`src/skirocCtrl_macros.svh`:
```
// Widths, command opcodes, power-on reset length and shift-clock timing
`ifndef SKIROC_CTRL_MACROS_SVH
`define SKIROC_CTRL_MACROS_SVH

//////////////////////////////
// Host command word
`define CMD_W        16      // Whole command
`define OPC_W        4       // Opcode in the top bits
`define PAY_W        12      // Payload in the low bits

// Opcode values
`define OPC_GAIN_DAC  4'd1
`define OPC_TRIG_DAC  4'd2
`define OPC_ANALOG    4'd3
`define OPC_MODE      4'd4
`define OPC_START_CFG 4'd5
`define OPC_PROBE_CH  4'd6
`define OPC_POWER     4'd7

//////////////////////////////
// Slow control fields
`define DAC_W        10      // Threshold DAC code
`define CAP_W        4       // Feedback cap select
`define CH_W         6       // Probe channel index
`define CHIP_ID      8'h01   // Trails the config frame
`define SC_BITS      34      // 10+10+4+1+1+8
`define PROBE_BITS   64      // One bit per channel
`define SR_HALF      2       // Clk cycles per shift clock half period

// Reset and readout
`define POR_CYCLES   16      // Internal reset length after load
`define WORD_W       16      // Readout word

`endif

```
`src/skirocCtrlPkg.sv`:
```
// Vector typedefs, slow-control config struct, opcode enum and serializer state enum
`include "skirocCtrl_macros.svh"

package skirocCtrlPkg;

  //////////////////////////////
  // Plain vectors with a meaning
  typedef logic [`CMD_W-1:0]  cmdWord_t;   // Host command word
  typedef logic [`DAC_W-1:0]  dacCode_t;   // Gain or trigger threshold
  typedef logic [`CAP_W-1:0]  capSel_t;    // Preamp feedback capacitance
  typedef logic [`CH_W-1:0]   chanIdx_t;   // Probe channel
  typedef logic [`WORD_W-1:0] roWord_t;    // Readout word to host

  // Command opcodes, top nibble of the word
  typedef enum logic [`OPC_W-1:0] {
    OP_GAIN_DAC  = `OPC_GAIN_DAC,
    OP_TRIG_DAC  = `OPC_TRIG_DAC,
    OP_ANALOG    = `OPC_ANALOG,
    OP_MODE      = `OPC_MODE,
    OP_START_CFG = `OPC_START_CFG,
    OP_PROBE_CH  = `OPC_PROBE_CH,
    OP_POWER     = `OPC_POWER
  } opcode_t;

  //////////////////////////////
  // Slow control settings held by the decoder
  typedef struct packed {
    dacCode_t gainDac;      // First in the config frame
    dacCode_t trigDac;
    capSel_t  feedbackCap;
    logic     workMode;     // Normal or calibration
    logic     tdcOn;
    chanIdx_t probeChan;    // Only used by the probe frame
    logic     selectSc;     // 1 config frame, 0 probe frame
  } scConfig_t;

  // Shift clock phases
  typedef enum logic [1:0] {
    IDLE,
    LOW,
    HIGH
  } shiftState_t;

endpackage

```
`src/powerOnReset.sv`:
```
// Power-on reset stretcher with a two-stage reset input synchronizer
`timescale 1ns/1ps
`include "skirocCtrl_macros.svh"

module powerOnReset (
  input  logic Clk_Out_2_All,
  input  logic reset_i,
  output logic rstInt_o
);

  localparam int unsigned POR_W = $clog2(`POR_CYCLES + 1);

  logic [POR_W-1:0] porCnt = '0;   // Starts from zero at configuration
  logic             porBusy;
  logic             rstMeta;
  logic             rstSync;

  // Still inside the power-on window
  assign porBusy = (porCnt < POR_W'(`POR_CYCLES));

  // Counts once, then saturates
  always @(posedge Clk_Out_2_All)
  begin
    if (porBusy)
    begin
      porCnt <= porCnt + 1'b1;
    end
  end

  // Two flops on the external reset
  always_ff @(posedge Clk_Out_2_All)
  begin
    rstMeta <= reset_i;
    rstSync <= rstMeta;    // reset_i two cycles late
  end

  assign rstInt_o = porBusy || rstSync;

endmodule

```
`src/commandDecoder.sv`:
```
// Host command decoder driving slow control settings, power level and start pulse
`timescale 1ns/1ps
`include "skirocCtrl_macros.svh"

module commandDecoder (
  input  logic                     Clk_Out_2_All,
  input  logic                     reset_i,
  input  skirocCtrlPkg::cmdWord_t  cmdData_i,
  input  logic                     cmdValid_i,
  output skirocCtrlPkg::scConfig_t config_o,
  output logic                     startCfg_o,
  output logic                     powerOn_o
);

  import skirocCtrlPkg::*;

  opcode_t           opcode;
  logic [`PAY_W-1:0] payload;

  //////////////////////////////
  // Field split
  assign opcode  = opcode_t'(cmdData_i[`CMD_W-1 -: `OPC_W]);   // Top nibble
  assign payload = cmdData_i[`PAY_W-1:0];

  //////////////////////////////
  // Register update, one cycle after the strobe
  always_ff @(posedge Clk_Out_2_All)
  begin
    if (reset_i)
    begin
      config_o   <= '0;      // All fields cleared
      startCfg_o <= 1'b0;
      powerOn_o  <= 1'b0;    // Front end powered down
    end
    else
    begin
      startCfg_o <= 1'b0;    // Single cycle only
      if (cmdValid_i)
      begin
        case (opcode)
          OP_GAIN_DAC:
          begin
            config_o.gainDac <= payload[`DAC_W-1:0];
          end
          OP_TRIG_DAC:
          begin
            config_o.trigDac <= payload[`DAC_W-1:0];
          end
          OP_ANALOG:
          begin
            // Three analog settings share one word
            config_o.feedbackCap <= payload[`CAP_W-1:0];
            config_o.workMode    <= payload[4];
            config_o.tdcOn       <= payload[5];
          end
          OP_MODE:
          begin
            config_o.selectSc <= payload[0];    // Frame choice and select pin
          end
          OP_START_CFG:
          begin
            startCfg_o <= 1'b1;
          end
          OP_PROBE_CH:
          begin
            config_o.probeChan <= payload[`CH_W-1:0];
          end
          OP_POWER:
          begin
            powerOn_o <= payload[0];    // Power pulsing level
          end
          default:
          begin
            // Unknown opcode, no effect
          end
        endcase
      end
    end
  end

  // Host never sends two start words on consecutive cycles
  startSinglePulseA: assert property (@(posedge Clk_Out_2_All) disable iff (reset_i)
    startCfg_o |=> !startCfg_o)
    else $error("startCfg_o high on two consecutive cycles");

endmodule

```
`src/slowControlSerializer.sv`:
```
// Slow control and probe register serializer with its own shift clock
`timescale 1ns/1ps
`include "skirocCtrl_macros.svh"

module slowControlSerializer (
  input  logic                     Clk_Out_2_All,
  input  logic                     reset_i,
  input  skirocCtrlPkg::scConfig_t config_i,
  input  logic                     startCfg_i,
  output logic                     srCk_o,
  output logic                     srIn_o,
  output logic                     cfgDone_o
);

  import skirocCtrlPkg::*;

  localparam int unsigned FRAME_W = `PROBE_BITS;                // Widest frame
  localparam int unsigned CNT_W   = $clog2(`PROBE_BITS + 1);
  localparam int unsigned HALF_W  = $clog2(`SR_HALF + 1);

  shiftState_t        state;
  logic [FRAME_W-1:0] shiftReg;   // MSB is on the pin
  logic [FRAME_W-1:0] probeFrame;
  logic [FRAME_W-1:0] frameSel;
  logic [`SC_BITS-1:0] cfgFrame;
  logic [CNT_W-1:0]   bitsLeft;
  logic [HALF_W-1:0]  halfCnt;
  logic               halfEnd;

  //////////////////////////////
  // Frame build
  // Config order, MSB first
  assign cfgFrame = {config_i.gainDac, config_i.trigDac, config_i.feedbackCap,
                     config_i.workMode, config_i.tdcOn, `CHIP_ID};

  // One-hot over the channels
  always_comb
  begin
    probeFrame = '0;
    probeFrame[config_i.probeChan] = 1'b1;
  end

  // Config frame left aligned, zero filled
  assign frameSel = config_i.selectSc ? {cfgFrame, {(FRAME_W - `SC_BITS){1'b0}}}
                                      : probeFrame;

  assign halfEnd = (halfCnt == HALF_W'(`SR_HALF - 1));   // Last cycle of a phase
  assign srIn_o  = shiftReg[FRAME_W-1];

  //////////////////////////////
  // Shift FSM
  always_ff @(posedge Clk_Out_2_All)
  begin
    if (reset_i)
    begin
      state     <= IDLE;
      shiftReg  <= '0;     // Data pin low
      bitsLeft  <= '0;
      halfCnt   <= '0;
      srCk_o    <= 1'b0;
      cfgDone_o <= 1'b0;
    end
    else
    begin
      cfgDone_o <= 1'b0;
      case (state)
        IDLE:
        begin
          // Start while busy falls through here unseen
          if (startCfg_i)
          begin
            shiftReg <= frameSel;    // Frame frozen for the whole shift
            bitsLeft <= config_i.selectSc ? CNT_W'(`SC_BITS) : CNT_W'(`PROBE_BITS);
            halfCnt  <= '0;
            state    <= LOW;
          end
        end
        LOW:
        begin
          if (halfEnd)
          begin
            halfCnt <= '0;
            srCk_o  <= 1'b1;         // Rising edge, data already settled
            state   <= HIGH;
          end
          else
          begin
            halfCnt <= halfCnt + 1'b1;
          end
        end
        HIGH:
        begin
          if (halfEnd)
          begin
            halfCnt  <= '0;
            srCk_o   <= 1'b0;
            shiftReg <= {shiftReg[FRAME_W-2:0], 1'b0};   // Next bit with falling edge
            bitsLeft <= bitsLeft - 1'b1;
            if (bitsLeft == CNT_W'(1))
            begin
              cfgDone_o <= 1'b1;     // Whole frame sent
              state     <= IDLE;
            end
            else
            begin
              state <= LOW;
            end
          end
          else
          begin
            halfCnt <= halfCnt + 1'b1;
          end
        end
        default:
        begin
          state <= IDLE;
        end
      endcase
    end
  end

  //////////////////////////////
  // Checks
  // Chip samples on the rising edge, data must hold through the high phase
  srInHeldA: assert property (@(posedge Clk_Out_2_All) disable iff (reset_i)
    srCk_o |=> (!srCk_o || $stable(srIn_o)))
    else $error("srIn_o changed while srCk_o high");

  // Done comes right after a high phase, never during it
  doneAfterHighA: assert property (@(posedge Clk_Out_2_All) disable iff (reset_i)
    cfgDone_o |-> (!srCk_o && $past(srCk_o)))
    else $error("cfgDone_o overlaps the shift clock");

endmodule

```
`src/readoutDeserializer.sv`:
```
// Readout deserializer packing inverted serial data into byte-swapped words
`timescale 1ns/1ps
`include "skirocCtrl_macros.svh"

module readoutDeserializer (
  input  logic                   Clk_Out_2_All,
  input  logic                   reset_i,
  input  logic                   doutb_i,
  input  logic                   transmitOn_i,
  output skirocCtrlPkg::roWord_t roWord_o,
  output logic                   roValid_o
);

  import skirocCtrlPkg::*;

  localparam int unsigned CNT_W  = $clog2(`WORD_W);
  localparam int unsigned HALF_W = `WORD_W / 2;    // One byte

  roWord_t          shiftReg;
  roWord_t          nextWord;
  logic [CNT_W-1:0] bitCnt;     // Wraps every word
  logic             wordEnd;

  // Chip drives its data active low
  assign nextWord = {shiftReg[`WORD_W-2:0], ~doutb_i};
  assign wordEnd  = transmitOn_i && (bitCnt == '1);   // 16th bit this cycle

  //////////////////////////////
  // Data path
  always_ff @(posedge Clk_Out_2_All)
  begin
    if (transmitOn_i)
    begin
      shiftReg <= nextWord;    // MSB first
    end
    if (wordEnd)
    begin
      roWord_o <= {nextWord[HALF_W-1:0], nextWord[`WORD_W-1:HALF_W]};   // Bytes swapped
    end
  end

  // Bit count and strobe
  always_ff @(posedge Clk_Out_2_All)
  begin
    if (reset_i)
    begin
      bitCnt    <= '0;
      roValid_o <= 1'b0;
    end
    else
    begin
      roValid_o <= wordEnd;
      if (transmitOn_i)
      begin
        bitCnt <= bitCnt + 1'b1;
      end
      else
      begin
        bitCnt <= '0;          // Partial word dropped
      end
    end
  end

endmodule

```
`src/skirocCtrlTop.sv`:
```
// Readout board control core top level with command, slow control and readout paths
`timescale 1ns/1ps

module skirocCtrlTop (
  input  logic                   Clk_Out_2_All,
  input  logic                   reset_i,
  // Host command strobe
  input  skirocCtrlPkg::cmdWord_t cmdData_i,
  input  logic                   cmdValid_i,
  // Chip readout
  input  logic                   doutb_i,
  input  logic                   transmitOn_i,
  // Chip slow control
  output logic                   srCk_o,
  output logic                   srIn_o,
  output logic                   srRstb_o,
  output logic                   select_o,
  output logic                   cfgDone_o,
  // Power pulsing
  output logic                   pwrOnD_o,
  output logic                   pwrOnA_o,
  output logic                   pwrOnAdc_o,
  output logic                   pwrOnDac_o,
  // Readout words to host
  output skirocCtrlPkg::roWord_t roWord_o,
  output logic                   roValid_o
);

  import skirocCtrlPkg::*;

  logic      rstInt;     // Stretched and synchronized reset
  scConfig_t scConfig;
  logic      startCfg;
  logic      powerOn;

  //////////////////////////////
  // Reset
  powerOnReset powerOnReset_i (
    .Clk_Out_2_All (Clk_Out_2_All),
    .reset_i       (reset_i),
    .rstInt_o      (rstInt)
  );

  // Commands in, strobe to start pulse in one cycle
  commandDecoder commandDecoder_i (
    .Clk_Out_2_All (Clk_Out_2_All),
    .reset_i       (rstInt),
    .cmdData_i     (cmdData_i),
    .cmdValid_i    (cmdValid_i),
    .config_o      (scConfig),
    .startCfg_o    (startCfg),
    .powerOn_o     (powerOn)
  );

  // Strobe, start pulse, first bit on the pin in the third cycle
  slowControlSerializer slowControlSerializer_i (
    .Clk_Out_2_All (Clk_Out_2_All),
    .reset_i       (rstInt),
    .config_i      (scConfig),
    .startCfg_i    (startCfg),
    .srCk_o        (srCk_o),
    .srIn_o        (srIn_o),
    .cfgDone_o     (cfgDone_o)
  );

  readoutDeserializer readoutDeserializer_i (
    .Clk_Out_2_All (Clk_Out_2_All),
    .reset_i       (rstInt),
    .doutb_i       (doutb_i),
    .transmitOn_i  (transmitOn_i),
    .roWord_o      (roWord_o),
    .roValid_o     (roValid_o)
  );

  //////////////////////////////
  // Pin drive
  assign srRstb_o   = 1'b1;                // Chip register never reset
  assign select_o   = scConfig.selectSc;   // Config or probe register
  assign pwrOnD_o   = powerOn;
  assign pwrOnA_o   = powerOn;
  assign pwrOnAdc_o = powerOn;
  assign pwrOnDac_o = 1'b1;                // DAC always on

endmodule

```
`config.mk`:
```
export PLATFORM = sky130hd
export DESIGN_NAME = skirocCtrlTop
export DESIGN_NICKNAME = d
export VERILOG_FILES = /design/src/skirocCtrlPkg.sv /design/src/powerOnReset.sv /design/src/commandDecoder.sv /design/src/slowControlSerializer.sv /design/src/readoutDeserializer.sv /design/src/skirocCtrlTop.sv
export VERILOG_INCLUDE_DIRS = /design/src /design/src/src
export SDC_FILE = /design/constraint.sdc
export NUM_CORES = 1
export LEC_CHECK = 0
export BUFFER_PORTS_ARGS = -buffer_cell sky130_fd_sc_hd__buf_2
export CAP_MARGIN = 20
export CORE_MARGIN = 2
export CORE_UTILIZATION = 45
export CTS_CLUSTER_SIZE = 16
export DETAILED_ROUTE_END_ITERATION = 8
export PLACE_DENSITY = 0.64
export REMOVE_ABC_BUFFERS = 1
export SLEW_MARGIN = 20
export SYNTH_ARGS = -nofsm -noshare
export SYNTH_HDL_FRONTEND = slang
export SYNTH_SLANG_ARGS = --single-unit
```
`constraint.sdc`:
```
create_clock -name Clk_Out_2_All -period 3.6 [get_ports Clk_Out_2_All]
set_input_delay 0.36 -clock Clk_Out_2_All [delete_from_list [all_inputs] [get_ports Clk_Out_2_All]]
set_output_delay 0.36 -clock Clk_Out_2_All [all_outputs]
set_load 0.1 [all_outputs]
```
==> results of run 1 <==
## layout make-up
cell class / count / area [sq um]
clock buffers: 17 / 425
flip-flops and latches: 155 / 3460
clock inverters: 15 / 175
multi-input cells: 459 / 2740
fillers: 1267 / 6670
repair buffers: 48 / 255
well taps: 180 / 225
inverters: 9 / 33.8
## path summary, 6_finish.rpt
| kind | slack (ns) | startpoint | end | cells after the start |
|---|---|---|---|---|
| worst max-delay path | 0.97 | slowControlSerializer_i.state[0] | slowControlSerializer_i.shiftReg[0] | 7 |
| worst min-delay path | 0.04 | reset_i | powerOnReset_i.rstMeta | 1 |
| worst max register to register | 0.97 | slowControlSerializer_i.state[0] | slowControlSerializer_i.shiftReg[0] | 7 |
| worst min register to register | 0.33 | powerOnReset_i.rstMeta | powerOnReset_i.rstSync | 0 |
## worst max-delay path, stage by stage (launching register included)
cell and delay, ns:
dfxtp_1 0.35, inv_1 0.13, ha_4 0.53, mux2i_1 0.31
a21oi_4 0.48, buf_4 0.43, nand3_1 0.12, a21oi_1 0.18
## kinds of logic after synthesis
logic type	count (synthesis)	synth area share, %
simple gates	225	15.9
compound gates	182	17.9
flops	155	53.5
buf+inv	70	4.77
mux	35	5.41
fa+ha+maj	8	1.55
xor+xnor	7	0.946
other cells	1	0.0579
## synthesized netlist by cell type (13+ instances only)
cell type / instances
dfxtp_1: 119
nor2_1: 113
o21ai_0: 55
nand2_1: 41
a21oi_1: 40
a221oi_1: 36
edfxtp_1: 36
clkbuf_1: 35
mux2i_1: 35
a211oi_1: 26
nor3_1: 24
buf_2: 15
o21ai_1: 13
## per-stage QoR
stage | setup slack (ns) | instance area, sq um | util, %
after floorplan | -1.39 | 6210 | -
after global placement | 1.02 | 6720 | 48.0
after detailed placement | 1.01 | 6720 | 48.0
after CTS | 0.980 | 7320 | 52.3
after global routing | 0.703 | 7320 | 52.3
final | 0.967 | 7320 | 52.3
## sequential cells by signal (all words and copies together), names as in the netlist, 4 cells and up
register and flops:
commandDecoder_i.config_o 33, readoutDeserializer_i.shiftReg 15, powerOnReset_i.porCnt 5, readoutDeserializer_i.roWord_o 16
readoutDeserializer_i.bitCnt 4, slowControlSerializer_i.shiftReg 64, slowControlSerializer_i.bitsLeft 7
## metal layers
| metal | vias to the layer above | track usage, % | routed length [um] |
|---|---|---|---|
| li1 | 2476 | - | - |
| met1 | 2384 | 24.8 | 6330 |
| met2 | 85 | 29.3 | 6600 |
| met3 | 12 | 4.72 | 574 |
| met4 | 0 | 7.37 | 133 |
| met5 | - | 0 | 0 |
## power groups by stage
| stage | sequential [mW] | combinational (mW) | clock [mW] |
|---|---|---|---|
| after floorplan | 1.83 | 0.0287 | 0 |
| after global placement | 1.83 | 0.0553 | 0 |
| after detailed placement | 1.84 | 0.0565 | 0 |
| after CTS | 1.80 | 0.0566 | 1.83 |
| after global routing | 1.80 | 0.0615 | 1.90 |
| final | 1.80 | 0.0566 | 1.79 |
==> flow_summary.ini, run 1 <==
[min_path]
min_path_type = in -> reg

[timing]
finalSetupViolCount = 0
tightest_slew_ns = 0.989
hold_viol_final = 0
finalCriticalPeriod_ns = 2.63
whs_ns = 0.0351
drv_slew = 0
period_share_pct = 73.1
tns_ns = 0
fin_worst_skew_ns = 0.00653
max_freq_mhz = 380
slew_headroom_pct = 33.9
rsz0062_at_grt = false

[setup_path]
end_kind = register
cp-start-kind = register
crit_type = reg -> reg
worstPathRequired_ns = 3.94
cp_max_fo = 57
arrival_ns = 2.97

[power_and_ir_drop]
powerDensity_mw_per_mm2 = 497
seq_power_share_pct = 49.4
power_switching_mw = 0.842
internal-power_mw = 2.80
worst_ir_drop_vdd_uv = 271
clock_power_share_pct = 49.1
leakagePower_nw = 2.81
total_power_mw = 3.64
swShare_pct = 23.1
p_comb_share_pct = 1.6

[cts]
cts_sinks = 155
post-cts-setup-buffers = 0
cts_hold_buffers = 0
cts_buffers = 17
insertion_delay_ns = 0.42
cts-resized-gates = 0
cts_tree = done
cts_max_level = 4
cts_buffer_depth = 2
root_buffer = clkbuf_16
path_clk_slew_ns = 0.07

[floorplanning]
fp.dieW_um = 124
die_y_um = 124
coreArea_sq_mm = 0.0140
die_area_sq_mm = 0.0154
io_pins = 47
start_util_pct = 46.3
rows = 43

[cells_and_area]
finalNetCount = 719
final_layout_size_suffix_gt1_share_pct = 13.1
fin_cells = 883
syn_to_final_growth_pct = 13.0
final_cell_mix = 119 x dfxtp_1, 112 x nor2_1, 55 x o21ai_0
final_common_cell = dfxtp_1
diodes = 0

[place]
dpl.hpwl_um = 8500
port-buffer-count = 42
gp_congestion = 0.777
dp.cells = 851

[logic_synthesis]
async_flop_share_pct = 0
synth_seq_cells = 155
yosys-top-cells-area = dfxtp_1 37%, edfxtp_1 17%, nor2_1 6.5%, mux2i_1 5.4%, a221oi_1 4.9%
yosysWarnings = 0
ys_types = 53
synth-main-ff-cell = dfxtp_1
yosysTopAreaCellShare_pct = 36.8
syn_area_sq_mm = 0.00648
yosysSeqAreaShare_pct = 53.5
syn_inst = 683
yosys.area.top_type = dfxtp_1
synth_edf_count = 36
synth.avg_cell_area_sq_um = 9.49

[drt]
num_vias = 4957
vias_per_cell = 5.61
drt-initial-drc-count = 391
ant_nets = 0
routedWlPerCell_um = 15.4
drc = 0
wl_um = 13600
first_pass_iters = 5

[global_routing]
grt_pass1_vias = 4676
overflow = 0
globalRouteTotalUtil_pct = 18.7
antenna_found_initial = 0
grt_pass1_wl_um = 22600
grt_max_degree = 58

[outcome]
outcome = complete, no violations

[flow_run]
cap_violations = 0
Note: power is estimated with default switching activity, not from simulation.
==> run 2, diff against run 1 <==
==> constraint.sdc (replaced) <==
create_clock -name Clk_Out_2_All -period 2.6 [get_ports Clk_Out_2_All]
set_input_delay 0.26 -clock Clk_Out_2_All [delete_from_list [all_inputs] [get_ports Clk_Out_2_All]]
set_output_delay 0.26 -clock Clk_Out_2_All [all_outputs]
set_load 0.1 [all_outputs]
==> run 2 against run 1 <==
Clock skew rose by 0.0021 ns. Register-to-register slack got worse by 0.49 ns. Combinational power rose by 47%. Cell area rose by 1.9%. First-iteration DRC count rose by 10%. Global-route usage rose by 0.42 points. Clock power rose by 46%. Worst hold slack improved by 0.041 ns. Wire length rose by 0.93%. Clock-buffer cell count did not move. Critical endpoint is now slowControlSerializer_i.shiftReg[27]. Largest cell class unchanged. Largest power group is now clock.
==> flow_summary.ini, run 2 (synthesis gave the netlist of run 1 again) <==
[outcome]
outcome = complete, no violations

[global_routing]
overflow = 0
antenna_found_initial = 0
grt_pass1_wl_um = 22900
grt_pass1_vias = 4683
globalRouteTotalUtil_pct = 19.1
grt_max_degree = 92

[timing]
finalCriticalPeriod_ns = 2.13
whs_ns = 0.0758
finalSetupViolCount = 0
rsz0062_at_grt = false
slew_headroom_pct = 38.5
fin_worst_skew_ns = 0.00867
tightest_slew_ns = 0.921
drv_slew = 0
period_share_pct = 81.8
max_freq_mhz = 470
hold_viol_final = 0
tns_ns = 0

[cts]
cts_hold_buffers = 1
post-cts-setup-buffers = 0
cts_buffer_depth = 2
root_buffer = clkbuf_16
cts-resized-gates = 0
cts_max_level = 4
cts_tree = done
cts_sinks = 155
insertion_delay_ns = 0.43
cts_buffers = 17
path_clk_slew_ns = 0.06

[flow_run]
cap_violations = 0

[setup_path]
cp_common_cell = nor2_1
crit_type = reg -> reg
arrival_ns = 2.49
crit_chain = inv_1 -> ha_4 -> or3b_1 -> nor2_1 -> a221oi_1 -> nor2_1
worstPathRequired_ns = 2.96
end_kind = register
cpMaxStageDelayCell = or3b_1
cp_max_fo = 30
cp-start-kind = register
cpPeakStageDelay_ns = 0.52

[floorplanning]
start_util_pct = 46.3
fp.dieW_um = 124
die_area_sq_mm = 0.0154
die_y_um = 124
io_pins = 47
rows = 43
coreArea_sq_mm = 0.0140

[place]
gp_congestion = 0.782
port-buffer-count = 42
dpl.hpwl_um = 8670

[drt]
first_pass_iters = 4
ant_nets = 0
dr_wl_met3_um = 553
drt-initial-drc-count = 431
num_vias = 5013
wl_um = 13800
routedWlPerCell_um = 15.4
highest_layer = met4
wl_met1_um = 6590
drc = 0
vias_per_cell = 5.62
met2_length_um = 6410

[cells_and_area]
final_common_cell = dfxtp_1
final_cell_mix = 119 x dfxtp_1, 112 x nor2_1, 55 x o21ai_0
largest_register_ffs = 64
utilization_pct = 53.3
finalNetCount = 728
syn_to_final_growth_pct = 15.1
diodes = 0
fill_cells = 1257
largest-register = slowControlSerializer_i.shiftReg
final_layout_size_suffix_gt1_share_pct = 14.0
top_regs = slowControlSerializer_i.shiftReg x64, commandDecoder_i.config_o x33, readoutDeserializer_i.roWord_o x16

[power_and_ir_drop]
worst_ir_drop_vdd_uv = 446
leakagePower_nw = 2.88
powerDensity_mw_per_mm2 = 696

[min_path]
min_path_type = in -> reg
[run 2: per-stage QoR]
step / total power, mW / setup slack (ns) / instances / instance area (sq um)
after floorplan: 2.58 / -2.39 / 623 / 6210
after global placement: 2.62 / 0.574 / 859 / 6820
after detailed placement: 2.62 / 0.497 / 859 / 6820
after CTS: 5.23 / 0.464 / 892 / 7450
after global routing: 5.36 / 0.298 / 892 / 7450
final: 5.19 / 0.473 / 892 / 7450
[run 2: worst max-delay path: cells and delay by family (launching register included)]
family,cells,cell delay (ns)
compound gates,1,0.15
fa+ha+maj,1,0.28
buf+inv,1,0.11
flops,1,0.39
simple gates,3,1.12
[run 2: power breakdown]
part	total (mW)	internal, mW	switching (mW)	leakage, nW
clock	2.62	1.55	1.07	0.305
combinational	0.0830	0.0278	0.0552	1.27
sequential	2.49	2.48	0.00887	1.31
[run 2: layer usage]
| metal | global-route usage [%] | vias up |
|---|---|---|
| li1 | - | 2488 |
| met1 | 25.1 | 2388 |
| met2 | 30.4 | 118 |
| met3 | 4.99 | 19 |
| met4 | 7.16 | 0 |
| met5 | 0 | - |
[run 2: final cells by class]
cell class / count / area [sq um] / area share [%]
Inverter: 9 / 33.8 / 0.453
Clock buffer: 17 / 425 / 5.71
Sequential cell: 155 / 3460 / 46.5
Multi-Input combinational cell: 459 / 2740 / 36.8
Tap cell: 180 / 225 / 3.02
Clock inverter: 15 / 204 / 2.74
Timing Repair Buffer: 57 / 363 / 4.87
[run 2: path summary, 6_finish.rpt]
kind	start	to	slack, ns	depth (start not counted)
worst max-delay path	slowControlSerializer_i.state[0]	slowControlSerializer_i.shiftReg[27]	0.47	6
worst max register to register	slowControlSerializer_i.state[0]	slowControlSerializer_i.shiftReg[27]	0.47	6
worst min register to register	powerOnReset_i.rstMeta	powerOnReset_i.rstSync	0.34	0
worst min-delay path	cmdData_i[13]	commandDecoder_i.startCfg_o	0.08	2
